`src/rtl/fibPkg.sv`:
```
package fibPkg;

    //////////////////////////////////////////////////
    // datapath sizes
    //////////////////////////////////////////////////

    // term, register and bus width
    localparam int DATA_WIDTH     = 16;
    // three term registers plus the count
    localparam int REG_COUNT      = 4;
    localparam int REG_ADDR_WIDTH = 2;
    // request count, 1 to 31 terms
    localparam int COUNT_WIDTH    = 5;

    //////////////////////////////////////////////////
    // register indices
    //////////////////////////////////////////////////

    // rotating term registers, start positions
    localparam logic [REG_ADDR_WIDTH-1:0] TERM_REG0 = 2'd0;
    localparam logic [REG_ADDR_WIDTH-1:0] TERM_REG1 = 2'd1;
    localparam logic [REG_ADDR_WIDTH-1:0] TERM_REG2 = 2'd2;
    // remaining-count register
    localparam logic [REG_ADDR_WIDTH-1:0] COUNT_REG = 2'd3;

    // alu operation
    typedef enum logic {
        ALU_ADD,
        ALU_DEC
    } aluOpT;

    // register file write source
    typedef enum logic {
        WRITE_ALU,
        WRITE_SEED
    } writeSrcT;

endpackage

```
`src/rtl/fibControl.sv`:
```
`timescale 1ns/1ps

module fibControl (
    input  logic                              clk,
    input  logic                              arstN,
    // request port
    input  logic                              reqValid,
    input  logic [fibPkg::COUNT_WIDTH-1:0]    reqCount,
    output logic                              reqReady,
    // term port handshake
    input  logic                              termReady,
    output logic                              termValid,
    output logic                              termLast,
    // register file control
    output logic [fibPkg::REG_ADDR_WIDTH-1:0] readAddrA,
    output logic [fibPkg::REG_ADDR_WIDTH-1:0] readAddrB,
    output logic [fibPkg::REG_ADDR_WIDTH-1:0] writeAddr,
    output logic                              writeEn,
    output fibPkg::writeSrcT                  writeSrc,
    output logic [fibPkg::DATA_WIDTH-1:0]     seedData,
    // alu and flags
    output fibPkg::aluOpT                     aluOp,
    output logic                              flagClear,
    output logic                              carryLoad,
    output logic                              zeroLoad,
    input  logic                              zeroFlag
);
    import fibPkg::*;

    typedef enum logic [2:0] {IDLE, LOAD, SEED0, SEED1, DEC, EMIT, ADD} stateT;

    stateT                     state;
    stateT                     stateNext;
    // rotating term pointers
    logic [REG_ADDR_WIDTH-1:0] oldestIdx;
    logic [REG_ADDR_WIDTH-1:0] middleIdx;
    logic [REG_ADDR_WIDTH-1:0] newestIdx;
    // count captured at the request transfer
    logic [COUNT_WIDTH-1:0]    countQ;
    logic                      reqFire;
    logic                      termFire;

    assign reqFire  = reqValid && reqReady;
    assign termFire = termValid && termReady;

    //////////////////////////////////////////////////
    // state sequence
    //////////////////////////////////////////////////

    always_comb begin
        stateNext = state;
        case (state)
            IDLE:  if (reqFire) stateNext = LOAD;
            LOAD:  stateNext = SEED0;
            SEED0: stateNext = SEED1;
            SEED1: stateNext = DEC;
            DEC:   stateNext = EMIT;
            // hold here under back-pressure
            EMIT: begin
                if (termFire) begin
                    stateNext = termLast ? IDLE : ADD;
                end
            end
            ADD:     stateNext = DEC;
            default: stateNext = IDLE;
        endcase
    end

    always_ff @(posedge clk or negedge arstN) begin
        if (!arstN) begin
            state     <= IDLE;
            newestIdx <= TERM_REG0;
            middleIdx <= TERM_REG1;
            oldestIdx <= TERM_REG2;
        end else begin
            state <= stateNext;
            if (state == LOAD) begin
                // F(0) newest, F(-1)=1 behind it
                newestIdx <= TERM_REG0;
                middleIdx <= TERM_REG1;
                oldestIdx <= TERM_REG2;
            end else if (state == ADD) begin
                // oldest slot now holds the new sum
                oldestIdx <= middleIdx;
                middleIdx <= newestIdx;
                newestIdx <= oldestIdx;
            end
        end
    end

    always_ff @(posedge clk) begin
        if (reqFire) begin
            countQ <= reqCount;
        end
    end

    //////////////////////////////////////////////////
    // datapath control
    //////////////////////////////////////////////////

    always_comb begin
        reqReady  = 1'b0;
        termValid = 1'b0;
        termLast  = 1'b0;
        readAddrA = newestIdx;
        readAddrB = middleIdx;
        writeAddr = COUNT_REG;
        writeEn   = 1'b0;
        writeSrc  = WRITE_ALU;
        seedData  = '0;
        aluOp     = ALU_ADD;
        flagClear = 1'b0;
        carryLoad = 1'b0;
        zeroLoad  = 1'b0;
        case (state)
            IDLE: reqReady = 1'b1;
            LOAD: begin
                writeEn   = 1'b1;
                writeSrc  = WRITE_SEED;
                seedData  = DATA_WIDTH'(countQ);
                flagClear = 1'b1;
            end
            SEED0: begin
                writeAddr = TERM_REG0;
                writeEn   = 1'b1;
                writeSrc  = WRITE_SEED;
            end
            SEED1: begin
                writeAddr = TERM_REG1;
                writeEn   = 1'b1;
                writeSrc  = WRITE_SEED;
                seedData  = DATA_WIDTH'(1);
            end
            // count minus one, zero marks the final term
            DEC: begin
                readAddrA = COUNT_REG;
                writeEn   = 1'b1;
                aluOp     = ALU_DEC;
                zeroLoad  = 1'b1;
            end
            EMIT: begin
                readAddrB = COUNT_REG;
                termValid = 1'b1;
                termLast  = zeroFlag;
            end
            ADD: begin
                writeAddr = oldestIdx;
                writeEn   = 1'b1;
                carryLoad = 1'b1;
            end
            default: ;
        endcase
    end

    // zero count would never raise termLast
    assert property (@(posedge clk) disable iff (!arstN) reqFire |-> reqCount != '0)
        else $error("request accepted with zero count");

    // stalled term keeps valid and last marker
    assert property (@(posedge clk) disable iff (!arstN)
        termValid && !termReady |=> termValid && $stable(termLast))
        else $error("term dropped under back-pressure");

endmodule

```
`src/rtl/regFile.sv`:
```
`timescale 1ns/1ps

module regFile (
    input  logic                              clk,
    input  logic                              arstN,
    // read ports
    input  logic [fibPkg::REG_ADDR_WIDTH-1:0] readAddrA,
    input  logic [fibPkg::REG_ADDR_WIDTH-1:0] readAddrB,
    // write port
    input  logic [fibPkg::REG_ADDR_WIDTH-1:0] writeAddr,
    input  logic                              writeEn,
    input  fibPkg::writeSrcT                  writeSrc,
    input  logic [fibPkg::DATA_WIDTH-1:0]     seedData,
    input  logic [fibPkg::DATA_WIDTH-1:0]     result,
    // operands to the alu
    output logic [fibPkg::DATA_WIDTH-1:0]     operandA,
    output logic [fibPkg::DATA_WIDTH-1:0]     operandB
);
    import fibPkg::*;

    // three terms and the count
    logic [DATA_WIDTH-1:0] regs [REG_COUNT];
    logic [DATA_WIDTH-1:0] writeData;

    // write source mux picks the control seed or the alu result
    assign writeData = (writeSrc == WRITE_SEED) ? seedData : result;

    //////////////////////////////////////////////////
    // storage
    //////////////////////////////////////////////////

    always_ff @(posedge clk or negedge arstN) begin
        if (!arstN) begin
            for (int i = 0; i < REG_COUNT; i++) begin
                regs[i] <= '0;
            end
        end else if (writeEn) begin
            regs[writeAddr] <= writeData;
        end
    end

    // asynchronous reads
    assign operandA = regs[readAddrA];
    assign operandB = regs[readAddrB];

endmodule

```
`src/rtl/alu.sv`:
```
`timescale 1ns/1ps

module alu (
    input  fibPkg::aluOpT                 aluOp,
    input  logic [fibPkg::DATA_WIDTH-1:0] operandA,
    input  logic [fibPkg::DATA_WIDTH-1:0] operandB,
    output logic [fibPkg::DATA_WIDTH-1:0] result,
    output logic                          carry,
    output logic                          zero
);
    import fibPkg::*;

    // one extra bit for carry or borrow
    logic [DATA_WIDTH:0] wide;

    //////////////////////////////////////////////////
    // operations
    //////////////////////////////////////////////////

    always_comb begin
        case (aluOp)
            // top bit set when 0 - 1 borrows
            ALU_DEC: wide = {1'b0, operandA} - 1'b1;
            // true sum, top bit is the carry out
            default: wide = {1'b0, operandA} + {1'b0, operandB};
        endcase
    end

    // wrapped result
    assign result = wide[DATA_WIDTH-1:0];
    assign carry  = wide[DATA_WIDTH];
    // zero on the wrapped value
    assign zero   = (result == '0);

endmodule

```
`src/rtl/flagRegister.sv`:
```
`timescale 1ns/1ps

module flagRegister (
    input  logic clk,
    input  logic arstN,
    input  logic flagClear,
    input  logic carryLoad,
    input  logic zeroLoad,
    // from the alu
    input  logic carry,
    input  logic zero,
    output logic carrySticky,
    output logic zeroFlag
);

    // clear wins over both loads
    always_ff @(posedge clk or negedge arstN) begin
        if (!arstN) begin
            carrySticky <= 1'b0;
            zeroFlag    <= 1'b0;
        end else if (flagClear) begin
            carrySticky <= 1'b0;
            zeroFlag    <= 1'b0;
        end else begin
            // sticky, only new carries get ORed in
            if (carryLoad) begin
                carrySticky <= carrySticky | carry;
            end
            // last zero result
            if (zeroLoad) begin
                zeroFlag <= zero;
            end
        end
    end

endmodule

```
`src/rtl/fibEngine.sv`:
```
`timescale 1ns/1ps

module fibEngine (
    input  logic                           clk,
    input  logic                           arstN,
    // request port
    input  logic                           reqValid,
    input  logic [fibPkg::COUNT_WIDTH-1:0] reqCount,
    output logic                           reqReady,
    // term port
    output logic                           termValid,
    output logic [fibPkg::DATA_WIDTH-1:0]  termData,
    output logic                           termLast,
    output logic                           termOverflow,
    input  logic                           termReady
);
    import fibPkg::*;

    // register selects and write path
    logic [REG_ADDR_WIDTH-1:0] readAddrA;
    logic [REG_ADDR_WIDTH-1:0] readAddrB;
    logic [REG_ADDR_WIDTH-1:0] writeAddr;
    logic                      writeEn;
    writeSrcT                  writeSrc;
    logic [DATA_WIDTH-1:0]     seedData;
    // alu buses
    aluOpT                     aluOp;
    logic [DATA_WIDTH-1:0]     operandA;
    logic [DATA_WIDTH-1:0]     operandB;
    logic [DATA_WIDTH-1:0]     result;
    logic                      carry;
    logic                      zero;
    // flag control
    logic                      flagClear;
    logic                      carryLoad;
    logic                      zeroLoad;
    logic                      zeroFlag;

    //////////////////////////////////////////////////
    // control
    //////////////////////////////////////////////////

    fibControl control (
        .clk       (clk),
        .arstN     (arstN),
        .reqValid  (reqValid),
        .reqCount  (reqCount),
        .reqReady  (reqReady),
        .termReady (termReady),
        .termValid (termValid),
        .termLast  (termLast),
        .readAddrA (readAddrA),
        .readAddrB (readAddrB),
        .writeAddr (writeAddr),
        .writeEn   (writeEn),
        .writeSrc  (writeSrc),
        .seedData  (seedData),
        .aluOp     (aluOp),
        .flagClear (flagClear),
        .carryLoad (carryLoad),
        .zeroLoad  (zeroLoad),
        .zeroFlag  (zeroFlag)
    );

    //////////////////////////////////////////////////
    // datapath
    //////////////////////////////////////////////////

    regFile registers (
        .clk       (clk),
        .arstN     (arstN),
        .readAddrA (readAddrA),
        .readAddrB (readAddrB),
        .writeAddr (writeAddr),
        .writeEn   (writeEn),
        .writeSrc  (writeSrc),
        .seedData  (seedData),
        .result    (result),
        .operandA  (operandA),
        .operandB  (operandB)
    );

    alu adder (
        .aluOp    (aluOp),
        .operandA (operandA),
        .operandB (operandB),
        .result   (result),
        .carry    (carry),
        .zero     (zero)
    );

    // sticky carry goes straight out as overflow
    flagRegister flags (
        .clk         (clk),
        .arstN       (arstN),
        .flagClear   (flagClear),
        .carryLoad   (carryLoad),
        .zeroLoad    (zeroLoad),
        .carry       (carry),
        .zero        (zero),
        .carrySticky (termOverflow),
        .zeroFlag    (zeroFlag)
    );

    // newest term sits on read port A during EMIT
    assign termData = operandA;

endmodule

```
`config.mk`:
```
export PLATFORM = sky130hd
export DESIGN_NAME = fibEngine
export DESIGN_NICKNAME = d
export VERILOG_FILES = /design/src/rtl/fibPkg.sv /design/src/rtl/fibControl.sv /design/src/rtl/regFile.sv /design/src/rtl/alu.sv /design/src/rtl/flagRegister.sv /design/src/rtl/fibEngine.sv
export SDC_FILE = /design/constraint.sdc
export NUM_CORES = 1
export LEC_CHECK = 0
export BUFFER_PORTS_ARGS = -buffer_cell sky130_fd_sc_hd__buf_2
export CELL_PAD_IN_SITES_DETAIL_PLACEMENT = 2
export CELL_PAD_IN_SITES_GLOBAL_PLACEMENT = 2
export CORE_UTILIZATION = 38
export CTS_CLUSTER_SIZE = 30
export DETAILED_ROUTE_END_ITERATION = 8
export PLACE_DENSITY_LB_ADDON = 0.1
export SETUP_SLACK_MARGIN = 0.15
export SYNTH_ARGS = -nofsm -noshare
export SYNTH_HDL_FRONTEND = slang
export SYNTH_SLANG_ARGS = --single-unit
```
`constraint.sdc`:
```
create_clock -name clk -period 6.16 [get_ports clk]
set_input_delay 0.616 -clock clk [delete_from_list [all_inputs] [get_ports clk]]
set_output_delay 0.616 -clock clk [all_outputs]
set_load 0.01 [all_outputs]
```
==> flow_summary.ini <==
[clock_network]
tritoncts = yes
cts_buffer_depth = 2
cts_hold_buf = 0
cts_resized = 0
clock_sinks = 80
clkTransAtPathRegs_ps = 70
htreeDepth = 3
root_buffer = clkbuf_16
cts_buffers = 9
postCtsSetupBuffers = 0
clk_latency_ps = 360

[synth]
yosys.area_share.simple = 0.227
synth_edf_count = 5
synth_top_family_by_area = compound AO/OA/AOI/OAI gates
async_flop_share = 0.938
seq_area_frac_synth = 0.371
syn_nets = 680
synthCells = 652
synth_area_per_cell_um2 = 8.38
synth_warnings = 0
synthMuxAreaShare = 0.0412
synth_commonest_cells = nand2_1, o21ai_0, dfrtp_1, a21oi_1, nor2_1
synth_top_area_share = 0.334
synth_area_um2 = 5460
synth_compound_area_frac = 0.232
synth_cell_type_count = 67
yosysMostFrequentCell = nand2_1
ys_ff_latch = 80
synth_xor_area_frac = 0.0369
synth-adder-area-share = 0.0449
yosys.area.top_type = dfrtp_1
synth.area.top_cells = dfrtp_1, o21ai_0, nand2_1
synth-main-ff-cell = dfrtp_1

[setup_path]
critPathKind = flop to flop
worstPathRequired_ps = 6400
cp_num_cells = 20
path_max_fanout = 27
crit_path_cell_trace = nand3b_4 > inv_4 > a2111oi_1 > a31oi_1 > inv_1 > ha_1 > o21ai_1 > or3b_1 > nor3_1 > xnor2_1 > nand2_1 > ha_1 > nand2_1 > a21oi_1 > a211oi_1 > o21ai_0 > a31o_2 > xnor2_1 > nand2b_1 > o21ai_0
arrival_ps = 5550
critPathBufInv = 2
slowest_stage = dfrtp_1
ff2ff_setup_slack_ps = 850
crit_end = registers.regs[63]$_DFFE_PN0P_
cp_slowest_stage_delay_ps = 740
rr_startpoint = control.state[1]$_DFFE_PN0P_
start_kind = flop
r2r_cells = 20
crit_path_start = control.state[1]$_DFFE_PN0P_
path_delay_family = compound AO/OA/AOI/OAI gates
r2r_end = registers.regs[63]$_DFFE_PN0P_
end_kind = flop

[grt]
grt_usage = 0.287
antenna_found_initial = 0
grt_overflow = 0
grt_pass1_wl_mm = 31.3
grt_start_max_net_pins = 76
grt_pass1_vias = 5414

[finish]
finalNetCount = 685
drive_above_1_share = 0.118
diodes = 0
fillers = 1564
syn2layout_area_growth_pct = 9.85
instances_no_fill = 842

[sta]
relSlewSlack = 0.158
fin_crit_sh = 0.863
hold_viol_final = 0
clock_skew_ps = 12.7
period_minus_slack_ps = 5310
finalSetupViolCount = 0
tightest_slew_ps = 1260
fin_tns_setup_ps = 0
drv_slew = 0
rsz0062_at_grt = no
max_freq_mhz = 188

[drt]
drc = 0
totalWireLength_mm = 19.9
routedWlPerCell_um = 23.6
dr.pass1.iters = 4
drt-initial-drc-count = 219
num_vias = 5030
viasPerCell = 5.97
ant_nets = 0

[floorplan]
io_pins = 29
die_x_um = 122
start_util = 0.392
coreArea_um2 = 13900
rows = 43
dieArea_um2 = 14900
die_h_um = 122

[place]
routabilityCongestion = 0.829
placed_cells = 826
port_buffers = 28
hpwl_mm = 14.5

[run_status]
status = completed

[flow_run]
cap_violations = 0

[hold_path]
min_path_type = input pin to asynchronous set/reset pin
cell type report:
| cell class | instances | area (µm²) | share of cell area |
|---|---|---|---|
| multi-input cells | 520 | 3190 | 0.532 |
| flip-flops and latches | 80 | 2030 | 0.338 |
| clock buffers | 13 | 272 | 0.0452 |
| well taps | 180 | 225 | 0.0375 |
| repair buffers | 34 | 188 | 0.0313 |
| clock inverters | 3 | 47.5 | 0.00792 |
| inverters | 12 | 47.5 | 0.00792 |
state kept, by name, summed over array words and instances, names as in the netlist:
name	flops
control.state	3
registers.regs	64
flags.carrySticky	1
control.oldestIdx	2
control.countQ	5
control.middleIdx	2
flags.zeroFlag	1
control.newestIdx	2
worst min-delay path by stage:
stage | to | slack, ps | cells after the start
after floorplan | control.middleIdx[1]$_DFFE_PN0P_ | 320 | 0
after global placement | registers.regs[34]$_DFFE_PN0P_ | 490 | 2
after detailed placement | registers.regs[54]$_DFFE_PN0P_ | 510 | 2
after CTS | control.countQ[3]$_DFFE_PP_ | 430 | 1
after global routing | control.countQ[3]$_DFFE_PP_ | 430 | 1
final | registers.regs[59]$_DFFE_PN0P_ | 430 | 1
metrics by stage:
| step | instance area, µm² | util | setup slack [ps] | hold slack, ps |
|---|---|---|---|---|
| floorplan | 5460 | - | 1920 | 320 |
| global placement | 5680 | 0.408 | 1100 | 486 |
| detailed placement | 5680 | 0.408 | 877 | 513 |
| CTS | 6000 | 0.431 | 819 | 426 |
| global route | 6000 | 0.431 | 336 | 428 |
| finish | 6000 | 0.431 | 847 | 434 |
worst register-to-register path: stages, from the launching register on:
cell	delay (ps)
dfrtp_1	740
nand3b_4	380
inv_4	170
a2111oi_1	450
a31oi_1	180
inv_1	110
ha_1	190
o21ai_1	130
or3b_1	540
nor3_1	270
xnor2_1	140
nand2_1	80
ha_1	390
nand2_1	100
a21oi_1	40
a211oi_1	270
o21ai_0	210
a31o_2	290
xnor2_1	130
nand2b_1	200
o21ai_0	220
layer usage:
layer	GRT usage	vias up	share of wire	wire length, µm
met5	0	-	0	0
met4	0.137	0	0.039	775
met3	0.0389	38	0.029	583
met2	0.494	83	0.50	9850
met1	0.354	2570	0.44	8660
li1	-	2339	-	-
cell usage in the layout, fill, tap and decap left out, types with 7 or more instances in the layout:
cell type / netlist / layout
inv_1: 9 / 9
a21oi_1: 39 / 39
buf_4: 1 / 7
and2_1: 14 / 14
mux2i_1: 18 / 18
nor2_1: 30 / 28
nor2b_1: 22 / 22
clkbuf_16: 0 / 10
xnor2_1: 15 / 15
buf_2: 6 / 27
ha_1: 18 / 18
nand2_1: 114 / 114
a211oi_1: 22 / 22
dfrtp_1: 73 / 73
nand2b_1: 10 / 10
xor2_1: 8 / 8
nand3_1: 16 / 16
a31oi_1: 16 / 16
nor3_1: 13 / 13
o21ai_0: 89 / 88
logic make-up after synthesis:
logic type,count (synthesis)
AO/OA/AOI/OAI,207
buffers and inverters,52
flip-flops,80
AND/OR/NAND/NOR,249
multiplexers,22
XOR/XNOR,23
adder cells (fa/ha/maj),19
Power is not shown: default switching activity piles up to over one toggle a cycle in this logic, so the estimate is an artifact.
